**config.mk**
```make
export PLATFORM = sky130hd
export DESIGN_NAME = cpu
export DESIGN_NICKNAME = d
export VERILOG_FILES = /design/src/hdl/rv32i_types.sv /design/src/hdl/raw_mem_if.sv /design/src/hdl/control.sv /design/src/hdl/pc_counter.sv /design/src/hdl/datapath.sv /design/src/hdl/mem_align.sv /design/src/hdl/cpu.sv
export VERILOG_INCLUDE_DIRS = /design/src /design/src/include
export SDC_FILE = /design/constraint.sdc
export NUM_CORES = 2
export LEC_CHECK = 0
export BUFFER_PORTS_ARGS = -buffer_cell sky130_fd_sc_hd__buf_2
export CAP_MARGIN = 10
export CORE_MARGIN = 10
export CORE_UTILIZATION = 63
export CTS_CLUSTER_DIAMETER = 150
export DETAILED_ROUTE_END_ITERATION = 8
export GPL_TIMING_DRIVEN = 0
export PLACE_DENSITY_LB_ADDON = 0.1
export SKIP_CTS_REPAIR_TIMING = 1
export SLEW_MARGIN = 40
export SYNTH_ARGS = -nofsm -noshare
export SYNTH_HDL_FRONTEND = slang
export SYNTH_SLANG_ARGS = --single-unit
```
**constraint.sdc**
```tcl
create_clock -name clk -period 8.9 [get_ports clk]
set_input_delay 1.78 -clock clk [delete_from_list [all_inputs] [get_ports clk]]
set_output_delay 1.78 -clock clk [all_outputs]
set_load 0.1 [all_outputs]
```
**src/include/rv32i_cfg.svh**
```systemverilog
`ifndef RV32I_CFG_SVH
`define RV32I_CFG_SVH

// first fetch address out of reset
`define RV32I_RESET_PC 32'h0000_0000

// architectural integer registers
// x0 included
`define RV32I_NUM_REGS 32

`endif

```
**src/hdl/rv32i_types.sv**
```systemverilog
package rv32i_types;

// basic word and register index
typedef logic [31:0] rv32i_word;
typedef logic [4:0]  rv32i_reg;

// major opcodes of the supported subset
typedef enum logic [6:0] {
    op_lui   = 7'b0110111,
    op_imm   = 7'b0010011,
    op_reg   = 7'b0110011,
    op_load  = 7'b0000011,
    op_store = 7'b0100011,
    op_br    = 7'b1100011
} rv32i_opcode_t;

// load widths
// bit 2 marks zero extension
typedef enum logic [2:0] {
    lb  = 3'b000,
    lh  = 3'b001,
    lw  = 3'b010,
    lbu = 3'b100,
    lhu = 3'b101
} load_funct3_t;

typedef enum logic [2:0] {
    sb = 3'b000,
    sh = 3'b001,
    sw = 3'b010
} store_funct3_t;

typedef enum logic [2:0] {
    beq = 3'b000,
    bne = 3'b001
} branch_funct3_t;

// five ops need three bits
typedef enum logic [2:0] {
    alu_add,
    alu_sub,
    alu_and,
    alu_or,
    alu_xor
} alu_ops;

typedef enum logic [2:0] {
    s_fetch,
    s_decode,
    s_execute,
    s_memory,
    s_writeback
} cpu_state_t;

typedef enum logic {
    alumux2_rs2,
    alumux2_imm
} alumux2_sel_t;

typedef enum logic [1:0] {
    wb_alu,
    wb_mdr,
    wb_uimm
} wbdatamux_sel_t;

typedef enum logic {
    pc_plus4,
    pc_branch
} pcmux_sel_t;

endpackage : rv32i_types

```
**src/hdl/raw_mem_if.sv**
```systemverilog
`timescale 1ns/1ns

// unaligned data channel between datapath/control and the aligner
interface raw_mem_if;

// byte address straight from rs1 + offset
rv32i_types::rv32i_word addr;
// store data still in the low lanes
rv32i_types::rv32i_word wdata;
// load data already extracted and extended
rv32i_types::rv32i_word rdata;
// access width and sign, from the instruction
logic [2:0] funct3;

// core side
// datapath drives addr and wdata, control drives funct3
modport core (
    output addr,
    output wdata,
    output funct3,
    input  rdata
);

// aligner side
modport align (
    input  addr,
    input  wdata,
    input  funct3,
    output rdata
);

endinterface : raw_mem_if

```
**src/hdl/control.sv**
```systemverilog
`timescale 1ns/1ns

module control (
    input  logic                          clk,
    input  logic                          reset,
    input  rv32i_types::rv32i_word        instruction,
    input  logic                          br_en,
    input  logic                          i_resp,
    input  logic                          d_resp,
    output logic                          i_read,
    output logic                          load_ir,
    output rv32i_types::alu_ops           aluop,
    output rv32i_types::alumux2_sel_t     alumux2_sel,
    output rv32i_types::branch_funct3_t   cmpop,
    output rv32i_types::wbdatamux_sel_t   wbdatamux_sel,
    output rv32i_types::pcmux_sel_t       pcmux_sel,
    output logic                          pc_load,
    output logic                          regfile_wb,
    output logic                          load_mdr,
    output logic                          d_read,
    output logic                          d_write,
    raw_mem_if.core                       mem
);

rv32i_types::cpu_state_t    state;
rv32i_types::cpu_state_t    next_state;
rv32i_types::rv32i_opcode_t opcode;
logic [2:0]                 funct3;
logic [6:0]                 funct7;
logic                       is_load;
logic                       is_store;
logic                       is_wb;

// instruction fields
assign opcode = rv32i_types::rv32i_opcode_t'(instruction[6:0]);
assign funct3 = instruction[14:12];
assign funct7 = instruction[31:25];

assign is_load  = (opcode == rv32i_types::op_load);
assign is_store = (opcode == rv32i_types::op_store);
// register writers that skip the memory state
assign is_wb    = (opcode == rv32i_types::op_lui) || (opcode == rv32i_types::op_imm) ||
                  (opcode == rv32i_types::op_reg);

// alu op from funct3, funct7[5] only matters for reg-reg sub
always_comb begin
    case (funct3)
        3'b000: begin
            if ((opcode == rv32i_types::op_reg) && funct7[5]) begin
                aluop = rv32i_types::alu_sub;
            end else begin
                aluop = rv32i_types::alu_add;
            end
        end
        3'b100:  aluop = rv32i_types::alu_xor;
        3'b110:  aluop = rv32i_types::alu_or;
        3'b111:  aluop = rv32i_types::alu_and;
        default: aluop = rv32i_types::alu_add;
    endcase
end

// operand b is rs2 only for reg-reg ops
assign alumux2_sel = (opcode == rv32i_types::op_reg) ? rv32i_types::alumux2_rs2
                                                     : rv32i_types::alumux2_imm;
assign cmpop = rv32i_types::branch_funct3_t'(funct3);

always_comb begin
    case (opcode)
        rv32i_types::op_lui:  wbdatamux_sel = rv32i_types::wb_uimm;
        rv32i_types::op_load: wbdatamux_sel = rv32i_types::wb_mdr;
        default:              wbdatamux_sel = rv32i_types::wb_alu;
    endcase
end

// taken branch picks the target, everything else steps by four
assign pcmux_sel = ((opcode == rv32i_types::op_br) && br_en) ? rv32i_types::pc_branch
                                                             : rv32i_types::pc_plus4;

// width and sign for the aligner
assign mem.funct3 = funct3;

always_ff @(posedge clk) begin
    if (reset) begin
        state <= rv32i_types::s_fetch;
    end else begin
        state <= next_state;
    end
end

// next state
// waits are held in fetch and memory
always_comb begin
    next_state = state;
    case (state)
        rv32i_types::s_fetch:     if (i_resp) next_state = rv32i_types::s_decode;
        rv32i_types::s_decode:    next_state = rv32i_types::s_execute;
        rv32i_types::s_execute: begin
            if (is_load || is_store) begin
                next_state = rv32i_types::s_memory;
            end else if (is_wb) begin
                next_state = rv32i_types::s_writeback;
            end else begin
                // branches and unknown opcodes
                next_state = rv32i_types::s_fetch;
            end
        end
        rv32i_types::s_memory: begin
            if (d_resp) begin
                next_state = is_load ? rv32i_types::s_writeback : rv32i_types::s_fetch;
            end
        end
        default:                  next_state = rv32i_types::s_fetch;
    endcase
end

// strobes, each only in its own state
assign i_read     = (state == rv32i_types::s_fetch);
assign load_ir    = i_read && i_resp;
assign d_read     = (state == rv32i_types::s_memory) && is_load;
assign d_write    = (state == rv32i_types::s_memory) && is_store;
assign load_mdr   = d_read && d_resp;
assign regfile_wb = (state == rv32i_types::s_writeback);

// pc moves once per instruction
assign pc_load = regfile_wb || (d_write && d_resp) ||
                 ((state == rv32i_types::s_execute) && !is_load && !is_store && !is_wb);

endmodule : control

```
**src/hdl/pc_counter.sv**
```systemverilog
`timescale 1ns/1ns
`include "rv32i_cfg.svh"

module pc_counter (
    input  logic                    clk,
    input  logic                    reset,
    input  logic                    pc_load,
    input  rv32i_types::pcmux_sel_t pcmux_sel,
    input  rv32i_types::rv32i_word  branch_target,
    output rv32i_types::rv32i_word  pc
);

// sequential successor
rv32i_types::rv32i_word pc_plus4_value;

assign pc_plus4_value = pc + 32'd4;

always_ff @(posedge clk) begin
    if (reset) begin
        pc <= `RV32I_RESET_PC;
    end else if (pc_load) begin
        // target only on a taken branch
        case (pcmux_sel)
            rv32i_types::pc_branch: pc <= branch_target;
            default:                pc <= pc_plus4_value;
        endcase
    end
end

endmodule : pc_counter

```
**src/hdl/datapath.sv**
```systemverilog
`timescale 1ns/1ns
`include "rv32i_cfg.svh"

module datapath (
    input  logic                          clk,
    input  logic                          reset,
    input  rv32i_types::rv32i_word        i_rdata,
    input  logic                          load_ir,
    input  rv32i_types::rv32i_word        pc,
    input  rv32i_types::alu_ops           aluop,
    input  rv32i_types::alumux2_sel_t     alumux2_sel,
    input  rv32i_types::branch_funct3_t   cmpop,
    input  rv32i_types::wbdatamux_sel_t   wbdatamux_sel,
    input  logic                          regfile_wb,
    input  logic                          load_mdr,
    output rv32i_types::rv32i_word        instruction,
    output logic                          br_en,
    output rv32i_types::rv32i_word        branch_target,
    raw_mem_if.core                       mem
);

rv32i_types::rv32i_word regs [`RV32I_NUM_REGS];
rv32i_types::rv32i_word mdr;
rv32i_types::rv32i_reg  rs1;
rv32i_types::rv32i_reg  rs2;
rv32i_types::rv32i_reg  rd;
rv32i_types::rv32i_word rs1_out;
rv32i_types::rv32i_word rs2_out;
rv32i_types::rv32i_word i_imm;
rv32i_types::rv32i_word s_imm;
rv32i_types::rv32i_word b_imm;
rv32i_types::rv32i_word u_imm;
rv32i_types::rv32i_word alu_b;
rv32i_types::rv32i_word alu_out;
rv32i_types::rv32i_word wb_data;

// instruction register, loaded at the end of fetch
always_ff @(posedge clk) begin
    if (reset) begin
        instruction <= '0;
    end else if (load_ir) begin
        instruction <= i_rdata;
    end
end

// mdr holds aligned load data until writeback
always_ff @(posedge clk) begin
    if (load_mdr) begin
        mdr <= mem.rdata;
    end
end

assign rs1 = instruction[19:15];
assign rs2 = instruction[24:20];
assign rd  = instruction[11:7];

// register file
// x0 never written and always reads zero
always_ff @(posedge clk) begin
    if (regfile_wb && (rd != '0)) begin
        regs[rd] <= wb_data;
    end
end

assign rs1_out = (rs1 == '0) ? '0 : regs[rs1];
assign rs2_out = (rs2 == '0) ? '0 : regs[rs2];

// immediates
assign i_imm = {{21{instruction[31]}}, instruction[30:20]};
assign s_imm = {{21{instruction[31]}}, instruction[30:25], instruction[11:7]};
assign b_imm = {{20{instruction[31]}}, instruction[7], instruction[30:25],
                instruction[11:8], 1'b0};
assign u_imm = {instruction[31:12], 12'h000};

assign alu_b = (alumux2_sel == rv32i_types::alumux2_rs2) ? rs2_out : i_imm;

always_comb begin
    case (aluop)
        rv32i_types::alu_sub: alu_out = rs1_out - alu_b;
        rv32i_types::alu_and: alu_out = rs1_out & alu_b;
        rv32i_types::alu_or:  alu_out = rs1_out | alu_b;
        rv32i_types::alu_xor: alu_out = rs1_out ^ alu_b;
        default:              alu_out = rs1_out + alu_b;
    endcase
end

// branch compare, only beq and bne
always_comb begin
    case (cmpop)
        rv32i_types::beq: br_en = (rs1_out == rs2_out);
        rv32i_types::bne: br_en = (rs1_out != rs2_out);
        default:          br_en = 1'b0;
    endcase
end

assign branch_target = pc + b_imm;

always_comb begin
    case (wbdatamux_sel)
        rv32i_types::wb_mdr:  wb_data = mdr;
        rv32i_types::wb_uimm: wb_data = u_imm;
        default:              wb_data = alu_out;
    endcase
end

// effective address uses the s-type split for stores
assign mem.addr  = rs1_out + ((instruction[6:0] == rv32i_types::op_store) ? s_imm : i_imm);
assign mem.wdata = rs2_out;

endmodule : datapath

```
**src/hdl/mem_align.sv**
```systemverilog
`timescale 1ns/1ns

module mem_align (
    raw_mem_if.align               mem,
    output rv32i_types::rv32i_word mem_addr,
    input  rv32i_types::rv32i_word mem_rdata,
    output rv32i_types::rv32i_word mem_wdata,
    output logic [3:0]             mem_byte_enable
);

// byte offset inside the word
logic [1:0]             offset;
// read data with the addressed lane moved to bit 0
rv32i_types::rv32i_word lane_rdata;

assign offset = mem.addr[1:0];

// word aligned address for the data port
assign mem_addr = {mem.addr[31:2], 2'b00};

// store data into its lane
// upper bytes outside the enables are don't care
assign mem_wdata = mem.wdata << {offset, 3'b000};

// enables from the store width
always_comb begin
    case (mem.funct3[1:0])
        2'b00:   mem_byte_enable = 4'b0001 << offset;
        2'b01:   mem_byte_enable = 4'b0011 << offset;
        default: mem_byte_enable = 4'b1111;
    endcase
end

assign lane_rdata = mem_rdata >> {offset, 3'b000};

// extract and extend by load width
always_comb begin
    case (rv32i_types::load_funct3_t'(mem.funct3))
        rv32i_types::lb:  mem.rdata = {{24{lane_rdata[7]}}, lane_rdata[7:0]};
        rv32i_types::lbu: mem.rdata = {24'h000000, lane_rdata[7:0]};
        rv32i_types::lh:  mem.rdata = {{16{lane_rdata[15]}}, lane_rdata[15:0]};
        rv32i_types::lhu: mem.rdata = {16'h0000, lane_rdata[15:0]};
        // lw takes the whole word as is
        default:          mem.rdata = mem_rdata;
    endcase
end

endmodule : mem_align

```
**src/hdl/cpu.sv**
```systemverilog
`timescale 1ns/1ns

module cpu (
    input  logic                   clk,
    input  logic                   reset,

    // instruction port, aligned
    output rv32i_types::rv32i_word i_addr,
    input  rv32i_types::rv32i_word i_rdata,
    output logic                   i_read,
    input  logic                   i_resp,

    // data port, aligned
    output rv32i_types::rv32i_word d_addr,
    input  rv32i_types::rv32i_word d_rdata,
    output rv32i_types::rv32i_word d_wdata,
    output logic [3:0]             d_byte_enable,
    output logic                   d_read,
    output logic                   d_write,
    input  logic                   d_resp
);

// unaligned channel, datapath and control to aligner
raw_mem_if mem ();

// control to datapath
rv32i_types::alu_ops         aluop;
rv32i_types::alumux2_sel_t   alumux2_sel;
rv32i_types::branch_funct3_t cmpop;
rv32i_types::wbdatamux_sel_t wbdatamux_sel;
logic                        load_ir;
logic                        regfile_wb;
logic                        load_mdr;

// control to pc counter
rv32i_types::pcmux_sel_t     pcmux_sel;
logic                        pc_load;

// datapath back to control and pc
rv32i_types::rv32i_word      instruction;
rv32i_types::rv32i_word      branch_target;
logic                        br_en;

control control (
    .clk           (clk),
    .reset         (reset),
    .instruction   (instruction),
    .br_en         (br_en),
    .i_resp        (i_resp),
    .d_resp        (d_resp),
    .i_read        (i_read),
    .load_ir       (load_ir),
    .aluop         (aluop),
    .alumux2_sel   (alumux2_sel),
    .cmpop         (cmpop),
    .wbdatamux_sel (wbdatamux_sel),
    .pcmux_sel     (pcmux_sel),
    .pc_load       (pc_load),
    .regfile_wb    (regfile_wb),
    .load_mdr      (load_mdr),
    .d_read        (d_read),
    .d_write       (d_write),
    .mem           (mem.core)
);

// pc is the fetch address directly
pc_counter pc_counter (
    .clk           (clk),
    .reset         (reset),
    .pc_load       (pc_load),
    .pcmux_sel     (pcmux_sel),
    .branch_target (branch_target),
    .pc            (i_addr)
);

datapath datapath (
    .clk           (clk),
    .reset         (reset),
    .i_rdata       (i_rdata),
    .load_ir       (load_ir),
    .pc            (i_addr),
    .aluop         (aluop),
    .alumux2_sel   (alumux2_sel),
    .cmpop         (cmpop),
    .wbdatamux_sel (wbdatamux_sel),
    .regfile_wb    (regfile_wb),
    .load_mdr      (load_mdr),
    .instruction   (instruction),
    .br_en         (br_en),
    .branch_target (branch_target),
    .mem           (mem.core)
);

mem_align d_align (
    .mem             (mem.align),
    .mem_addr        (d_addr),
    .mem_rdata       (d_rdata),
    .mem_wdata       (d_wdata),
    .mem_byte_enable (d_byte_enable)
);

endmodule : cpu

```
==> flow_metrics.py <==
metrics = {
    "setup_path": {
        "required_ps": 7120,
        "crit_path_top_delay_cell": "clkbuf_1",
        "start_kind": "flip-flop",
        "cp_data_arrival_time_ps": 7280,
        "path_class": "flip-flop to output port",
        "rrSetupSlack_ps": -60,
        "path_max_fanout": 10,
        "worstReg2RegEnd": "datapath.regs[26][30]",
        "crit_path_frequent_cell": "clkbuf_1",
        "crit_path_end_kind": "output port",
        "ff2ff_path_depth": 27,
        "slowest_delay_ps": 640,
        "crit_chain": "clkbuf_2 > buf_6 > buf_6 > buf_8 > buf_6 > mux4_2 > nand2_1 > o2111ai_4 > nand2_4 > inv_1 > ha_1 > fa_1 > clkbuf_1 > clkbuf_1 > clkbuf_1 > buf_1 > clkbuf_1 > a21oi_1 > buf_2",
    },
    "final_layout": {
        "drive_gt1_frac": 0.280,
        "nNetsFinal": 4914,
        "syn_to_final_growth_pct": 15.3,
        "fillers": 6161,
        "final_cell_area_sq_um": 71200,
        "instances_no_fill": 6064,
    },
    "power_and_ir_drop": {
        "p_leak_nw": 24.5,
        "vdd_ir_drop_max_mv": 0.256,
        "cellPowerDensity_nw_per_um2": 248,
        "power_mw": 17.7,
    },
    "logic_synthesis": {
        "synth.top_cell.area_share": 0.514,
        "synth_most_common_cell": "edfxtp_1",
        "synth_area_sq_um": 61700,
        "ys_warn_count": 0,
        "synthTopCellsByCount": "1056 x edfxtp_1, 500 x mux4_2, 344 x nand2_1",
        "seq_area_frac_synth": 0.539,
        "ys_ff_latch": 1132,
        "syn_inst": 4240,
        "synth-edff-count": 1056,
        "synth_area_leader_cell": "edfxtp_1",
        "synth.distinct_cells": 104,
        "synthTopCellsByArea": "edfxtp_1 51%, mux4_2 18%, ha_1 3.2%, dfxtp_1 2.5%, mux2i_1 2.2%",
        "synthFlopType": "edfxtp_1",
        "async_flop_share": 0,
        "syn_area_per_cell_sq_um": 14.6,
    },
    "floorplanning": {
        "dieHeight_microns": 333,
        "dieArea_sq_um": 111000,
        "io_pins": 171,
        "die_w_microns": 333,
        "start_util": 0.636,
        "rows": 114,
        "core_area_sq_um": 97000,
    },
    "placed_design": {
        "pre_cts_slack_ps": -418,
        "place_area_sq_um": 67000,
        "gp_congestion": 1.09,
        "dp_hpwl_mm": 186,
        "dpl.cell_count": 5837,
        "port_buffers": 167,
    },
    "clock_network": {
        "numCtsBuffers": 113,
        "cts.sinks": 1132,
        "cts.path.max_buffers": 3,
        "htreeDepth": 3,
        "root_buffer": "clkbuf_16",
        "insertion_delay_ps": 760,
        "cts_tree": "yes",
        "clkTransAtPathRegs_ps": 60,
    },
    "global_route": {
        "grt_pass1_vias": 45500,
        "grtUsageTotal": 0.459,
        "grt_max_degree": 33,
        "overflow": 0,
        "grt_pass1_wl_mm": 354,
        "antenna_found_initial": 15,
    },
    "drt": {
        "drt_iter0_markers": 9455,
        "via_count": 48100,
        "first_pass_iters": 9,
        "viasPerCell": 7.92,
        "drc": 0,
        "ant_nets": 0,
        "drt-total-wl_mm": 260,
        "post_drt_wl_per_cell_microns": 42.8,
    },
    "sta": {
        "finalClockSkew_ps": 63.1,
        "slew_viol_final": 0,
        "max-slew-margin-rel": 0.280,
        "max_freq_mhz": 110,
        "finalWorstSetupSlack_ps": -163,
        "hold_ws_ps": 480,
        "fin_crit_ps": 9060,
        "fin_crit_sh": 1.02,
        "setup-violations-final": 27,
        "finalHoldViolCount": 0,
        "worst_pin_slew_ps": 1080,
    },
    "status": {
        "violations": "setup timing",
        "status": "finished, violations left",
    },
    "worst_hold_path": {
        "hold_class": "flip-flop to flip-flop",
        "worstHoldStart": "datapath.instruction[1]",
        "min_to": "datapath.instruction[1]",
        "min_path_cells": 2,
    },
    "run": {
        "maxCapViolCount": 0,
    },
}
==> layer usage <==
layer  global-route usage  vias to the layer above  part of all wire
met5               0.0174                        -            0.0013
met4                0.358                       20              0.10
met3                0.234                     1553              0.19
met2                0.634                     5308              0.41
met1                0.539                    23200              0.30
li1                     -                    18000                 -
==> worst max-delay path by stage <==
stage                        startpoint               endpoint  slack, ps
3_3_place_gp   datapath.instruction[22]  datapath.regs[24][30]      -3370
4_1_cts                       flip-flop             d_addr[20]      -1060
3_5_place_dp    datapath.instruction[6]  datapath.regs[15][31]       -420
2_1_floorplan   datapath.instruction[6]   datapath.regs[0][31]       1500
5_1_grt                       flip-flop            d_wdata[24]         -3
6_report                      flip-flop            d_wdata[24]       -160
==> metrics by stage <==
stage | TNS, ps | util
after global routing | -3.49 | 0.734
after global placement | -967210 | 0.663
final | -1540 | 0.734
after floorplan | 0 | -
after CTS | -31700 | 0.730
after detailed placement | -8730 | 0.691
==> cell families (layout without fill, tap and decap cells) <==
logic type	Yosys count	after routing	share of synthesized area
flops	1132	1132	0.539
simple gates	907	907	0.0690
compound gates	833	833	0.0911
mux	669	669	0.213
buf+inv	399	903	0.0354
fa+ha+maj	163	163	0.0334
xor+xnor	136	136	0.0193
other cells	1	45	0.0000608
==> power breakdown <==
part / switching, mW / internal (mW) / leakage (nW)
Sequential: 0.0717 / 6.87 / 10.2
Combinational: 4.35 / 1.47 / 12.5
Clock: 2.20 / 2.70 / 1.84
Total: 6.62 / 11.0 / 24.5
==> state kept, by name, indices dropped and copies added (netlist names), named ones only <==
name,count
datapath.regs,1024
datapath.instruction,32
datapath.mdr,32
pc_counter.pc,31
control.state,3
==> layout make-up <==
cell class,instances,area [sq um],area share
timing repair buffer,294,3060,0.0431
sequential,1132,33200,0.467
inverter,110,413,0.00580
clock buffer,137,2990,0.0420
tap,1276,1600,0.0224
multi-input combinational,2743,27200,0.382
antenna,10,25.0,0.000352
clock inverter,73,749,0.0105
buffer,289,1940,0.0273
==> critical path: cells and delay by family, from the launching register on <==
family | cells | cell delay, ps
AO/OA/AOI/OAI | 2 | 510
adder cells (fa/ha/maj) | 2 | 790
buffers and inverters | 12 | 4190
flip-flops | 1 | 310
multiplexers | 1 | 320
AND/OR/NAND/NOR | 2 | 380
==> cells in the final DEF, fill, tap and decap left out, drive strengths merged, types with 88 or more instances in the layout <==
cell type,count
edfxtp,1056
mux4,510
buf,427
nand2,345
clkbuf,292
nor2,249
a21oi,201
ha,160
mux2i,135
o21ai,123
inv,114
xnor2,95
o22ai,88
(Power assumes the default switching activity.)
